## src/alu_defines.svh

```systemverilog
// ALU coprocessor register map
// bus address width, register offsets on the Wishbone port and the
// position of the carry-chain request bit in the operation word

`ifndef ALU_DEFINES_SVH
`define ALU_DEFINES_SVH

////////////////////
// bus
`define ALU_ADDR_W        3                    // 8 byte-wide locations

////////////////////
// register offsets
`define ALU_REG_A         `ALU_ADDR_W'(0)      // operand a, r/w
`define ALU_REG_B         `ALU_ADDR_W'(1)      // operand b, r/w
`define ALU_REG_OP        `ALU_ADDR_W'(2)      // operation word, write runs it
`define ALU_REG_RESULT    `ALU_ADDR_W'(3)      // latched result, ro
`define ALU_REG_FLAGS     `ALU_ADDR_W'(4)      // latched flags, active high, ro

`define ALU_OP_CARRY_BIT  5                    // op word bit asking for carry chain

`endif

```

## src/alu_pkg.sv

```systemverilog
// ALU coprocessor types
// opcode list in ROM order, the eight-flag word and the execute request
// passed from the bus slave to the status block
`default_nettype none

package alu_pkg;

    ////////////////////
    // opcodes, 5 bits, all 32 codes used
    typedef enum logic [4:0] {
        op_zero,                 // 0
        op_a,
        op_b,
        op_negate_a,
        op_negate_b,
        op_ba_div_10,
        op_ba_mod_10,
        op_b_plus_1,
        op_b_minus_1,            // 8
        op_a_plus_b,
        op_a_minus_b,
        op_b_minus_a,
        op_a_minus_b_signedmag,
        op_a_plus_b_plus_1,      // only reached through carry remap normally
        op_a_minus_b_minus_1,
        op_b_minus_a_minus_1,
        op_a_times_b_hi,         // 16
        op_a_times_b_lo,
        op_a_div_b,
        op_a_mod_b,
        op_a_lsl_b,
        op_a_lsr_b,
        op_a_asr_b,
        op_a_rlc_b,
        op_a_rrc_b,              // 24
        op_a_or_b,
        op_a_and_b,
        op_a_xor_b,
        op_a_nand_b,
        op_not_b,
        op_a_plus_b_bcd,
        op_a_minus_b_bcd
    } alu_op_e;

    // flag word, msb first; polarity depends on who drives it
    typedef struct packed {
        logic carry;
        logic zero;
        logic negative;
        logic overflow;
        logic gt;
        logic lt;
        logic eq;
        logic ne;
    } alu_flags_t;

    // execute request, 22 bits
    typedef struct packed {
        alu_op_e    op;
        logic       use_carry;   // apply stored carry to +/- ops
        logic [7:0] a;
        logic [7:0] b;
    } alu_req_t;

endpackage

`default_nettype wire

```

## src/alu_core.sv

```systemverilog
// ALU core
// combinational 8-bit ALU, same function as the ROM model: 32 ops,
// result plus eight active-low flags. works on a 10-bit buffer laid out
// as carry : result[7:0] : low carry, so shifts can push bits into either
// carry position
`default_nettype none

module alu_core (
    input  wire alu_pkg::alu_op_e     op,
    input  wire [7:0]                 a,
    input  wire [7:0]                 b,
    output logic [7:0]                result,
    output alu_pkg::alu_flags_t       flags_n
);
    import alu_pkg::*;

    logic [9:0]  cbuf;          // {carry, result, low carry}
    logic [9:0]  asr_buf;       // sign-extended shift of a
    logic [15:0] prod;          // a * b
    logic [15:0] ba_div;        // {b,a} / 10
    logic [15:0] ba_mod;        // {b,a} % 10
    logic [15:0] rot_l;         // {a,a} rotated left, top byte used
    logic [15:0] rot_r;         // {a,a} rotated right, low byte used
    logic [8:0]  bcd_sum;       // decimal a + b, 0..198 for valid bcd
    logic [7:0]  bcd_dif;       // decimal a + (100 - b), borrow when < 100
    logic        ov;            // overflow, active high here
    logic        signed_cmp;    // gt/lt on signed operands
    logic        force_pos;     // negative flag not taken from bit 7
    logic        force_neg;     // negative flag forced on
    alu_flags_t  fl;            // active-high flags before inversion

    // signed overflow for l + r giving sign o
    function automatic logic add_ov(input logic l, input logic r, input logic o);
        return (l == r) && (o != l);    // like signs in, other sign out
    endfunction

    // signed overflow for l - r giving sign o
    function automatic logic sub_ov(input logic l, input logic r, input logic o);
        return (l != r) && (o != l);    // pos - neg = neg, neg - pos = pos
    endfunction

    // two bcd digits to binary
    function automatic logic [7:0] bcd_to_bin(input logic [7:0] v);
        return 8'(v[7:4] * 4'd10) + 8'(v[3:0]);
    endfunction

    // binary 0..99 to two bcd digits
    function automatic logic [7:0] bin_to_bcd(input logic [7:0] v);
        logic [7:0] tens;
        logic [7:0] ones;
        tens = v / 8'd10;
        ones = v % 8'd10;
        return {tens[3:0], ones[3:0]};
    endfunction

    ////////////////////
    // shared datapath pieces
    assign prod    = 16'(a) * 16'(b);
    assign ba_div  = {b, a} / 16'd10;
    assign ba_mod  = {b, a} % 16'd10;
    assign asr_buf = $signed({a[7], a, 1'b0}) >>> b;   // sign fills from the left
    assign rot_l   = {a, a} << b[2:0];                 // count taken mod 8
    assign rot_r   = {a, a} >> b[2:0];
    assign bcd_sum = 9'(bcd_to_bin(a)) + 9'(bcd_to_bin(b));
    assign bcd_dif = bcd_to_bin(a) + (8'd100 - bcd_to_bin(b));  // add with roll over

    ////////////////////
    // op decode
    always_comb begin
        cbuf       = '0;
        ov         = 1'b0;
        signed_cmp = 1'b0;
        force_pos  = 1'b0;
        force_neg  = 1'b0;

        case (op)
            op_zero: cbuf = '0;
            op_a:    cbuf = {1'b0, a, 1'b0};   // pass, carry not consumed
            op_b:    cbuf = {1'b0, b, 1'b0};
            op_negate_a: begin
                cbuf = {1'b0, 8'd0 - a, 1'b0};
                ov   = (a == 8'h80);           // -128 has no positive twin
            end
            op_negate_b: begin
                cbuf = {1'b0, 8'd0 - b, 1'b0};
                ov   = (b == 8'h80);
            end
            op_ba_div_10: begin
                if (b >= 8'd10) ov = 1'b1;    // quotient would not fit a byte
                else cbuf = {1'b0, ba_div[7:0], 1'b0};
            end
            op_ba_mod_10: begin
                if (b >= 8'd10) ov = 1'b1;
                else cbuf = {1'b0, ba_mod[7:0], 1'b0};
            end
            op_b_plus_1: begin
                cbuf = {{1'b0, b} + 9'd1, 1'b0};
                ov   = add_ov(b[7], 1'b0, cbuf[8]);
            end
            op_b_minus_1: begin
                cbuf = {{1'b0, b} - 9'd1, 1'b0};   // borrow lands in carry
                ov   = sub_ov(b[7], 1'b0, cbuf[8]);
            end
            op_a_plus_b: begin
                cbuf = {{1'b0, a} + {1'b0, b}, 1'b0};
                ov   = add_ov(a[7], b[7], cbuf[8]);
            end
            op_a_minus_b: begin
                cbuf = {{1'b0, a} - {1'b0, b}, 1'b0};
                ov   = sub_ov(a[7], b[7], cbuf[8]);
            end
            op_b_minus_a: begin
                cbuf = {{1'b0, b} - {1'b0, a}, 1'b0};
                ov   = sub_ov(b[7], a[7], cbuf[8]);
            end
            op_a_minus_b_signedmag: begin
                cbuf       = {{1'b0, a} - {1'b0, b}, 1'b0};
                ov         = sub_ov(a[7], b[7], cbuf[8]);
                signed_cmp = 1'b1;                 // gt/lt treat operands as signed
            end
            op_a_plus_b_plus_1: begin
                cbuf = {{1'b0, a} + {1'b0, b} + 9'd1, 1'b0};
                ov   = add_ov(a[7], b[7], cbuf[8]);
            end
            op_a_minus_b_minus_1: begin
                cbuf = {{1'b0, a} - {1'b0, b} - 9'd1, 1'b0};
                ov   = sub_ov(a[7], b[7], cbuf[8]);
            end
            op_b_minus_a_minus_1: begin
                cbuf = {{1'b0, b} - {1'b0, a} - 9'd1, 1'b0};
                ov   = sub_ov(b[7], a[7], cbuf[8]);
            end
            op_a_times_b_hi: cbuf = {1'b0, prod[15:8], 1'b0};
            op_a_times_b_lo: cbuf = {prod[15:8] != 8'd0, prod[7:0], 1'b0};  // c = high part
            op_a_div_b: begin
                if (b == 8'd0) begin
                    cbuf = {1'b1, 8'd0, 1'b0};     // div by zero, 0 with c and o
                    ov   = 1'b1;
                end else begin
                    cbuf = {1'b0, a / b, 1'b0};
                end
            end
            op_a_mod_b: begin
                if (b == 8'd0) begin
                    cbuf = {1'b1, 8'd0, 1'b0};
                    ov   = 1'b1;
                end else begin
                    cbuf = {1'b0, a % b, 1'b0};
                end
            end
            op_a_lsl_b: begin                      // c <- a <- 0
                cbuf = {1'b0, a, 1'b0} << b;
                ov   = (a[7] != cbuf[8]);
            end
            op_a_lsr_b: begin                      // 0 -> a -> c
                cbuf    = {1'b0, a, 1'b0} >> b;
                cbuf[9] = cbuf[0];                 // bit out on the right becomes carry
                ov      = (a[7] != cbuf[8]);
            end
            op_a_asr_b:  cbuf = {asr_buf[0], asr_buf[8:1], asr_buf[0]};
            op_a_rlc_b: begin                      // last bit wrapped goes to carry
                cbuf = {(b != 8'd0) & rot_l[8], rot_l[15:8], 1'b0};
                ov   = (a[7] != rot_l[15]);
            end
            op_a_rrc_b: begin
                cbuf = {(b != 8'd0) & rot_r[7], rot_r[7:0], 1'b0};
                ov   = (a[7] != rot_r[7]);
            end
            op_a_or_b:   cbuf = {1'b0, a | b, 1'b0};
            op_a_and_b:  cbuf = {1'b0, a & b, 1'b0};
            op_a_xor_b:  cbuf = {1'b0, a ^ b, 1'b0};
            op_a_nand_b: cbuf = {1'b0, ~(a & b), 1'b0};
            op_not_b:    cbuf = {1'b0, ~b, 1'b0};
            op_a_plus_b_bcd: begin                 // no carry in
                force_pos = 1'b1;
                cbuf = {bcd_sum >= 9'd100, bin_to_bcd(8'(bcd_sum % 9'd100)), 1'b0};
            end
            op_a_minus_b_bcd: begin
                force_pos = 1'b1;                  // decimal sign, not bit 7
                force_neg = (b > a);
                cbuf = {bcd_dif < 8'd100, bin_to_bcd(bcd_dif % 8'd100), 1'b0};  // c = borrow
            end
        endcase
    end

    ////////////////////
    // flags, inverted on the way out
    assign result = cbuf[8:1];

    always_comb begin
        fl.carry    = cbuf[9];
        fl.zero     = (cbuf[8:1] == 8'd0);
        fl.negative = force_neg || (!force_pos && cbuf[8]);
        fl.overflow = ov;
        fl.gt       = signed_cmp ? ($signed(a) > $signed(b)) : (a > b);
        fl.lt       = signed_cmp ? ($signed(a) < $signed(b)) : (a < b);
        fl.eq       = (a == b);                    // operands, not result
        fl.ne       = (a != b);
        flags_n     = alu_flags_t'(~fl);
    end

endmodule

`default_nettype wire

```

## src/alu_status.sv

```systemverilog
// ALU status block
// remaps +/- ops to their carry forms when a chain is asked for and the
// stored carry is set, feeds the core, and latches result and flags
// (active high) when an operation executes
`default_nettype none

module alu_status (
    input  wire                       clk,
    input  wire                       rst_n,
    input  wire                       exec,          // one-cycle run strobe
    input  wire alu_pkg::alu_req_t    req,
    output alu_pkg::alu_op_e          core_op,
    output logic [7:0]                core_a,
    output logic [7:0]                core_b,
    input  wire [7:0]                 core_result,
    input  wire alu_pkg::alu_flags_t  core_flags_n,  // active low from core
    output logic [7:0]                result,
    output alu_pkg::alu_flags_t       flags
);
    import alu_pkg::*;

    logic chain_c;    // carry kept for multi-byte chains

    assign chain_c = flags.carry;   // latched carry of the last op

    ////////////////////
    // carry-chain remap
    always_comb begin
        core_op = req.op;
        if (req.use_carry && chain_c) begin
            case (req.op)
                op_a_plus_b:  core_op = op_a_plus_b_plus_1;
                op_a_minus_b: core_op = op_a_minus_b_minus_1;   // borrow in
                op_b_minus_a: core_op = op_b_minus_a_minus_1;
                default:      core_op = req.op;
            endcase
        end
    end

    assign core_a = req.a;
    assign core_b = req.b;

    ////////////////////
    // result and flag registers
    always_ff @(posedge clk or negedge rst_n) begin
        if (!rst_n) begin
            result <= '0;
            flags  <= '0;
        end else if (exec) begin
            result <= core_result;
            flags  <= alu_flags_t'(~core_flags_n);   // store active high
        end
    end

endmodule

`default_nettype wire

```

## src/alu_wb_regs.sv

```systemverilog
// ALU Wishbone slave
// classic single-cycle slave, 8-bit data. holds operands and the last
// operation word, raises a registered ack one cycle after cyc & stb,
// and pulses exec in that first cycle of an OP write
`default_nettype none
`include "alu_defines.svh"

module alu_wb_regs (
    input  wire                       clk,
    input  wire                       rst_n,
    input  wire                       cyc,
    input  wire                       stb,
    input  wire                       we,
    input  wire [`ALU_ADDR_W-1:0]     adr,
    input  wire [7:0]                 dat_w,
    output logic [7:0]                dat_r,
    output logic                      ack,
    output logic                      exec,
    output alu_pkg::alu_req_t         req,
    input  wire [7:0]                 result,
    input  wire alu_pkg::alu_flags_t  flags
);
    import alu_pkg::*;

    logic [7:0] reg_a;       // operand a
    logic [7:0] reg_b;       // operand b
    alu_op_e    op_q;        // last opcode written
    logic       carry_q;     // last carry-chain request
    logic       access;      // first cycle of a bus cycle
    logic       wr;

    assign access = cyc & stb & ~ack;
    assign wr     = access & we;

    ////////////////////
    // handshake
    always_ff @(posedge clk or negedge rst_n) begin
        if (!rst_n) ack <= 1'b0;
        else        ack <= access;     // high for one cycle only
    end

    // run strobe, same cycle the op word is captured
    assign exec = wr && (adr == `ALU_REG_OP);

    // op comes straight off the bus, operands from the registers
    always_comb begin
        req.op        = alu_op_e'(dat_w[4:0]);
        req.use_carry = dat_w[`ALU_OP_CARRY_BIT];
        req.a         = reg_a;
        req.b         = reg_b;
    end

    ////////////////////
    // writable registers
    always_ff @(posedge clk or negedge rst_n) begin
        if (!rst_n) begin
            reg_a   <= '0;
            reg_b   <= '0;
            op_q    <= op_zero;
            carry_q <= 1'b0;
        end else if (wr) begin
            case (adr)
                `ALU_REG_A:  reg_a <= dat_w;
                `ALU_REG_B:  reg_b <= dat_w;
                `ALU_REG_OP: begin
                    op_q    <= req.op;
                    carry_q <= req.use_carry;
                end
                default: ;                     // result/flags are read only
            endcase
        end
    end

    ////////////////////
    // read mux, adr is held through ack
    always_comb begin
        dat_r = 8'd0;                          // 5..7 read zero
        case (adr)
            `ALU_REG_A:      dat_r = reg_a;
            `ALU_REG_B:      dat_r = reg_b;
            `ALU_REG_OP: begin
                dat_r = 8'(op_q);
                dat_r[`ALU_OP_CARRY_BIT] = carry_q;
            end
            `ALU_REG_RESULT: dat_r = result;
            `ALU_REG_FLAGS:  dat_r = flags;    // active high
            default:         dat_r = 8'd0;
        endcase
    end

endmodule

`default_nettype wire

```

## src/alu_top.sv

```systemverilog
// ALU coprocessor top
// Wishbone slave in front of the status block and the combinational
// core. an OP write updates RESULT and FLAGS on the edge that raises ack
`default_nettype none
`include "alu_defines.svh"

module alu_top (
    input  wire                    clk,
    input  wire                    rst_n,
    input  wire                    cyc,
    input  wire                    stb,
    input  wire                    we,
    input  wire [`ALU_ADDR_W-1:0]  adr,
    input  wire [7:0]              dat_w,
    output logic [7:0]             dat_r,
    output logic                   ack
);
    import alu_pkg::*;

    logic       exec;           // run strobe from bus slave
    alu_req_t   req;            // op word + operands
    alu_op_e    core_op;        // after carry remap
    logic [7:0] core_a;
    logic [7:0] core_b;
    logic [7:0] core_result;
    alu_flags_t core_flags_n;   // active low
    logic [7:0] result;         // latched
    alu_flags_t flags;          // latched, active high

    ////////////////////
    // bus slave
    alu_wb_regs i_alu_wb_regs (
        .clk    (clk),
        .rst_n  (rst_n),
        .cyc    (cyc),
        .stb    (stb),
        .we     (we),
        .adr    (adr),
        .dat_w  (dat_w),
        .dat_r  (dat_r),
        .ack    (ack),
        .exec   (exec),
        .req    (req),
        .result (result),
        .flags  (flags)
    );

    alu_status i_alu_status (
        .clk          (clk),
        .rst_n        (rst_n),
        .exec         (exec),
        .req          (req),
        .core_op      (core_op),
        .core_a       (core_a),
        .core_b       (core_b),
        .core_result  (core_result),
        .core_flags_n (core_flags_n),
        .result       (result),
        .flags        (flags)
    );

    // combinational, settles within the exec cycle
    alu_core i_alu_core (
        .op      (core_op),
        .a       (core_a),
        .b       (core_b),
        .result  (core_result),
        .flags_n (core_flags_n)
    );

endmodule

`default_nettype wire

```

## config.mk

```make
export PLATFORM = sky130hd
export DESIGN_NAME = alu_top
export DESIGN_NICKNAME = d
export VERILOG_FILES = /design/src/alu_pkg.sv /design/src/alu_core.sv /design/src/alu_status.sv /design/src/alu_wb_regs.sv /design/src/alu_top.sv
export VERILOG_INCLUDE_DIRS = /design/src
export SDC_FILE = /design/constraint.sdc
export NUM_CORES = 1
export LEC_CHECK = 0
export ABC_CLOCK_PERIOD_IN_PS = 13850
export BUFFER_PORTS_ARGS = -buffer_cell sky130_fd_sc_hd__buf_2
export CAP_MARGIN = 5
export CORE_UTILIZATION = 35
export CTS_CLUSTER_DIAMETER = 60
export CTS_CLUSTER_SIZE = 28
export DETAILED_ROUTE_END_ITERATION = 10
export GPL_TIMING_DRIVEN = 0
export SYNTH_ARGS = -nofsm -noshare
export SYNTH_HDL_FRONTEND = slang
export SYNTH_SLANG_ARGS = --single-unit
```

## constraint.sdc

```tcl
create_clock -name clk -period 13.85 [get_ports clk]
set_input_delay 0.6925 -clock clk [delete_from_list [all_inputs] [get_ports clk]]
set_output_delay 0.6925 -clock clk [all_outputs]
set_load 0.1 [all_outputs]
```

==> results.md <==
- The distinct cell type count after synthesis is around 120.
- Of the post-synthesis cell area, the dominant cell type holds 0.1264.
- The flow ran to the end, but the final reports show violations.
- Among all stages on the critical path, the largest delay is contributed by sky130_fd_sc_hd__dfrtp_1.
- The largest fanout on the critical path is 10.
- The number of cells on the worst hold path is 1.
- Counting every sink on the clock net gives 39.
- The via count of the first global-routing pass came to approximately 17000.
- The commonest cells after synthesis are 233 x sky130_fd_sc_hd__nor2_1, 230 x sky130_fd_sc_hd__nand2_1, 156 x sky130_fd_sc_hd__a21oi_1.
- The detailed router's first-iteration violation count is 2303.
- The initialized floorplan defines 76 standard-cell rows.
- Counting the fill cells in the layout gives around 4600.
- Synthesis produced a netlist whose cell count is approximately 2200.
- The cts-stage hold buffer count is 0.
- The routed layout has about 18000 vias.
- The share of the Yosys chip area taken by registers is 0.06403.
- The total clock buffers created by CTS is 5.
- The beginning of the worst hold path is i_alu_wb_regs.ack$_DFF_PN0_.
- On the critical path the largest part of the delay comes from compound AO/OA/AOI/OAI gates.
- After detailed routing, the average wire length per cell comes to about 27 um.
- The mean instance size in the synthesized netlist is 7.047 sq um.
- Entering global routing, the biggest net connects 40 pins.
- Dividing the final minimum period by the clock period gives 0.9467.
- The reg-to-reg critical path startpoint is i_alu_wb_regs.reg_b[3]$_DFFE_PN0P_.
- TritonCTS built the clock tree.
- The count of input and output buffers is 22.
- The flip-flop and latch count after synthesis is 39.
- The cell area that synthesis handed to floorplanning was 0.01524 sq mm.
- The most prevalent standard cell on the critical path is sky130_fd_sc_hd__o21a_1.
- The pre-CTS setup slack is -4048 ps.
- The number of buffers on the longest clock path is 2.
- The count of TritonRoute iterations in the first routing pass is 7.
- The final reports fail on max-capacitance violations.
- The die area is between 0.04 and 0.05 sq mm.
- The most common cell in the synthesized netlist is sky130_fd_sc_hd__nor2_1.
- The largest total area in the synthesized netlist belongs to sky130_fd_sc_hd__ha_1.
- Summed over all layers, the global routing overflow is 0.
- The vertical die dimension is 210.7 um.
- The class of the most critical hold timing path is flop to flop.
- The initial antenna violation count is 5.
- The number of pins exceeding their max-slew limit in the final report is 0.
- The critical path class is flop to flop.
- Between clock sinks in the finished design, the worst skew comes to 3.792 ps.
- The end point of the worst hold path is i_alu_wb_regs.ack$_DFF_PN0_.
- Setup slack on the worst reg-to-reg path comes out at 740 ps.
- Static timing analysis puts the maximum clock frequency at 0.07626 GHz.
- The max-capacitance violation count is 1.
- The layout-stage area growth over the synthesis result is 9.760%.
- The depth of the worst register-to-register path is between 60 and 70.
- The final-layout worst hold slack is 433.7 ps.
- The relative max-transition margin is 0.009884.
- For this design the top-level I/O count stands at 25.
- In the final layout, the share of cells above drive strength 1 is 0.1055.
- The starting density of the core is 0.3546.
- After detailed routing, the number of remaining DRC violations is 0.
- Setup violations remaining at the end of the flow were counted as 0.
- The number of buffer and inverter instances along the worst setup path is 5.
- In the routed layout, each cell is associated on average with a via count of 6.432.
- Detailed placement ended at an HPWL of 60100 um.
- Yosys mapped a number of flops with a built-in enable equal to 0.
- The count of endpoints failing hold in the final timing report is 0.
- The number of nets produced by synthesis is 2379.
- For the worst-skew pair, the clock arrives at the later sink with an insertion delay of 300 ps.
- The global-route wire length before repair is ~110000 um.
- The prevailing post-synth register cell is sky130_fd_sc_hd__dfrtp_1.
- The routed design has 76230 um of wire.
- The shortest period the worst path allows is 13110 ps.
- In this design, the stage delay of the slowest critical-path cell is between 500 and 600 ps.
- Routability-driven placement finished with a final weighted congestion of between 1 and 1.5.
- Data arrives at the worst endpoint at 13300 ps.
- The element type at the critical path end is a flop.
- The slew at the pin closest to its max-slew limit is 1482 ps.
- Once detail routing completed, the nets flagged for antenna violations numbered 0.
- The combined global-route utilization of all metal layers is 0.3368.
- The core area is roughly 0.043 sq mm.
- In this run the critical register-to-register path is captured at i_alu_status.result[1]$_DFFE_PN0P_.
- The final-layout setup total negative slack is 0 ps.
- In this run the number of H-tree levels came out at 2.
- Yosys printed 0 warnings.
- The worst setup path is launched from a flop.
- Yosys attributes the largest share of cell area to sky130_fd_sc_hd__ha_1 13%, sky130_fd_sc_hd__dfrtp_1 6.4%, sky130_fd_sc_hd__fa_1 6.0%.
- Setup slack closes at 737.5 ps.
- At the end of the flow, the number of nets in the layout was approximately 2400.
- The required time of the critical path is 14040 ps.
- Setup repair after global routing left no endpoint under its margin.
- Clock-pin slew was measured on the worst setup and hold paths at about 60 ps.
- The die outline width is 210.7 um.
- The share of flip-flops with an asynchronous set or reset after synthesis is 1.000.
- The root buffer cell is sky130_fd_sc_hd__clkbuf_16.
==> per-stage QoR <==
stage | instances | utilization | instance area (sq um)
floorplan | 2163 | - | 15240
global placement | 2770 | 0.3742 | 16080
detailed placement | 2773 | 0.3751 | 16120
CTS | 2789 | 0.3831 | 16470
global route | 2803 | 0.3891 | 16720
finish | 2805 | 0.3892 | 16730
==> layout by cell type, fill, tap and decap left out, types with 15 or more instances in the layout <==
| master | synthesis | final |
|---|---|---|
| sky130_fd_sc_hd__a211oi_1 | 28 | 27 |
| sky130_fd_sc_hd__a21o_1 | 30 | 30 |
| sky130_fd_sc_hd__a21oi_1 | 156 | 153 |
| sky130_fd_sc_hd__a221oi_1 | 17 | 15 |
| sky130_fd_sc_hd__a22oi_1 | 23 | 23 |
| sky130_fd_sc_hd__a31oi_1 | 29 | 29 |
| sky130_fd_sc_hd__and3_1 | 23 | 23 |
| sky130_fd_sc_hd__buf_2 | 13 | 34 |
| sky130_fd_sc_hd__buf_4 | 7 | 36 |
| sky130_fd_sc_hd__clkbuf_1 | 84 | 77 |
| sky130_fd_sc_hd__dfrtp_1 | 39 | 33 |
| sky130_fd_sc_hd__fa_1 | 46 | 46 |
| sky130_fd_sc_hd__ha_1 | 154 | 154 |
| sky130_fd_sc_hd__inv_1 | 103 | 102 |
| sky130_fd_sc_hd__mux2_2 | 18 | 17 |
| sky130_fd_sc_hd__mux2i_1 | 18 | 18 |
| sky130_fd_sc_hd__nand2_1 | 230 | 229 |
| sky130_fd_sc_hd__nand2b_1 | 22 | 21 |
| sky130_fd_sc_hd__nand3_1 | 47 | 47 |
| sky130_fd_sc_hd__nand4_1 | 27 | 27 |
| sky130_fd_sc_hd__nor2_1 | 233 | 232 |
| sky130_fd_sc_hd__nor2b_1 | 18 | 18 |
| sky130_fd_sc_hd__nor3_1 | 82 | 79 |
| sky130_fd_sc_hd__nor4_1 | 28 | 28 |
| sky130_fd_sc_hd__o211ai_1 | 20 | 20 |
| sky130_fd_sc_hd__o21a_1 | 33 | 33 |
| sky130_fd_sc_hd__o21ai_0 | 136 | 128 |
| sky130_fd_sc_hd__o21bai_1 | 19 | 19 |
| sky130_fd_sc_hd__o221ai_1 | 19 | 18 |
| sky130_fd_sc_hd__o22ai_1 | 31 | 31 |
| sky130_fd_sc_hd__o31ai_1 | 22 | 21 |
| sky130_fd_sc_hd__xnor2_1 | 86 | 86 |
| sky130_fd_sc_hd__xor2_1 | 26 | 26 |
==> layout make-up <==
type,count,area [sq um],share of cell area
Tap cell,585,732.0,0.04375
Buffer,128,650.6,0.03889
Multi-Input combinational cell,1881,13410,0.8013
Timing Repair Buffer,51,350.3,0.02094
Sequential cell,39,988.4,0.05908
Clock inverter,3,47.55,0.002842
Antenna cell,2,5.005,0.0002992
Inverter,111,425.4,0.02543
Clock buffer,5,125.1,0.007479
==> state kept, by name (all words and copies together) (netlist names) <==
signal	cells
i_alu_status.chain_c	1
i_alu_status.result	8
i_alu_wb_regs.op_q	5
i_alu_wb_regs.reg_a	8
i_alu_wb_regs.carry_q	1
i_alu_status.flags	7
i_alu_wb_regs.ack	1
i_alu_wb_regs.reg_b	8
==> metal layers <==
layer / track usage / routed length [um] / vias up
met3: 0.07924 / 7714 / 175
met1: 0.4572 / 32320 / 8773
met5: 0 / 20 / -
met4: 0.1354 / 3687 / 4
li1: - / - / 8147
met2: 0.5106 / 32490 / 942
==> worst max-delay path by stage <==
stage / from / end / slack [ps] / depth (start not counted)
detailed placement: i_alu_wb_regs.reg_a[7]$_DFFE_PN0P_ / i_alu_status.flags[6]$_DFFE_PN0P_ / -4050 / 64
global route: i_alu_wb_regs.reg_a[7]$_DFFE_PN0P_ / i_alu_status.flags[6]$_DFFE_PN0P_ / 30 / 68
global placement: i_alu_wb_regs.reg_b[0]$_DFFE_PN0P_ / i_alu_status.flags[6]$_DFFE_PN0P_ / -4330 / 66
floorplan: i_alu_wb_regs.reg_b[0]$_DFFE_PN0P_ / i_alu_status.flags[6]$_DFFE_PN0P_ / 270 / 64
finish: i_alu_wb_regs.reg_b[3]$_DFFE_PN0P_ / i_alu_status.result[1]$_DFFE_PN0P_ / 740 / 68
CTS: i_alu_wb_regs.reg_a[7]$_DFFE_PN0P_ / i_alu_status.flags[6]$_DFFE_PN0P_ / 1 / 67
==> logic make-up (layout without fill, tap and decap cells) <==
family                   Yosys count  after routing  share of synthesized area
XOR/XNOR                         113            113                    0.06616
AND/OR/NAND/NOR                  807            807                     0.2582
flip-flops                        39             39                    0.06403
AO/OA/AOI/OAI                    723            723                     0.3311
adder cells (fa/ha/maj)          201            201                     0.1875
buffers and inverters            243            298                    0.06715
other                              0              2                          0
multiplexers                      37             37                    0.02586
==> repair_timing <==
action,in CTS,in global routing
gates cloned,0,1
setup endpoints to repair,10,10
gates resized for setup,31,47
setup buffers,12,13
pin swaps,6,9
Power is left out: the tool's default activity adds up to more than one toggle a clock period on the data nets, which glitch-free logic cannot reach.
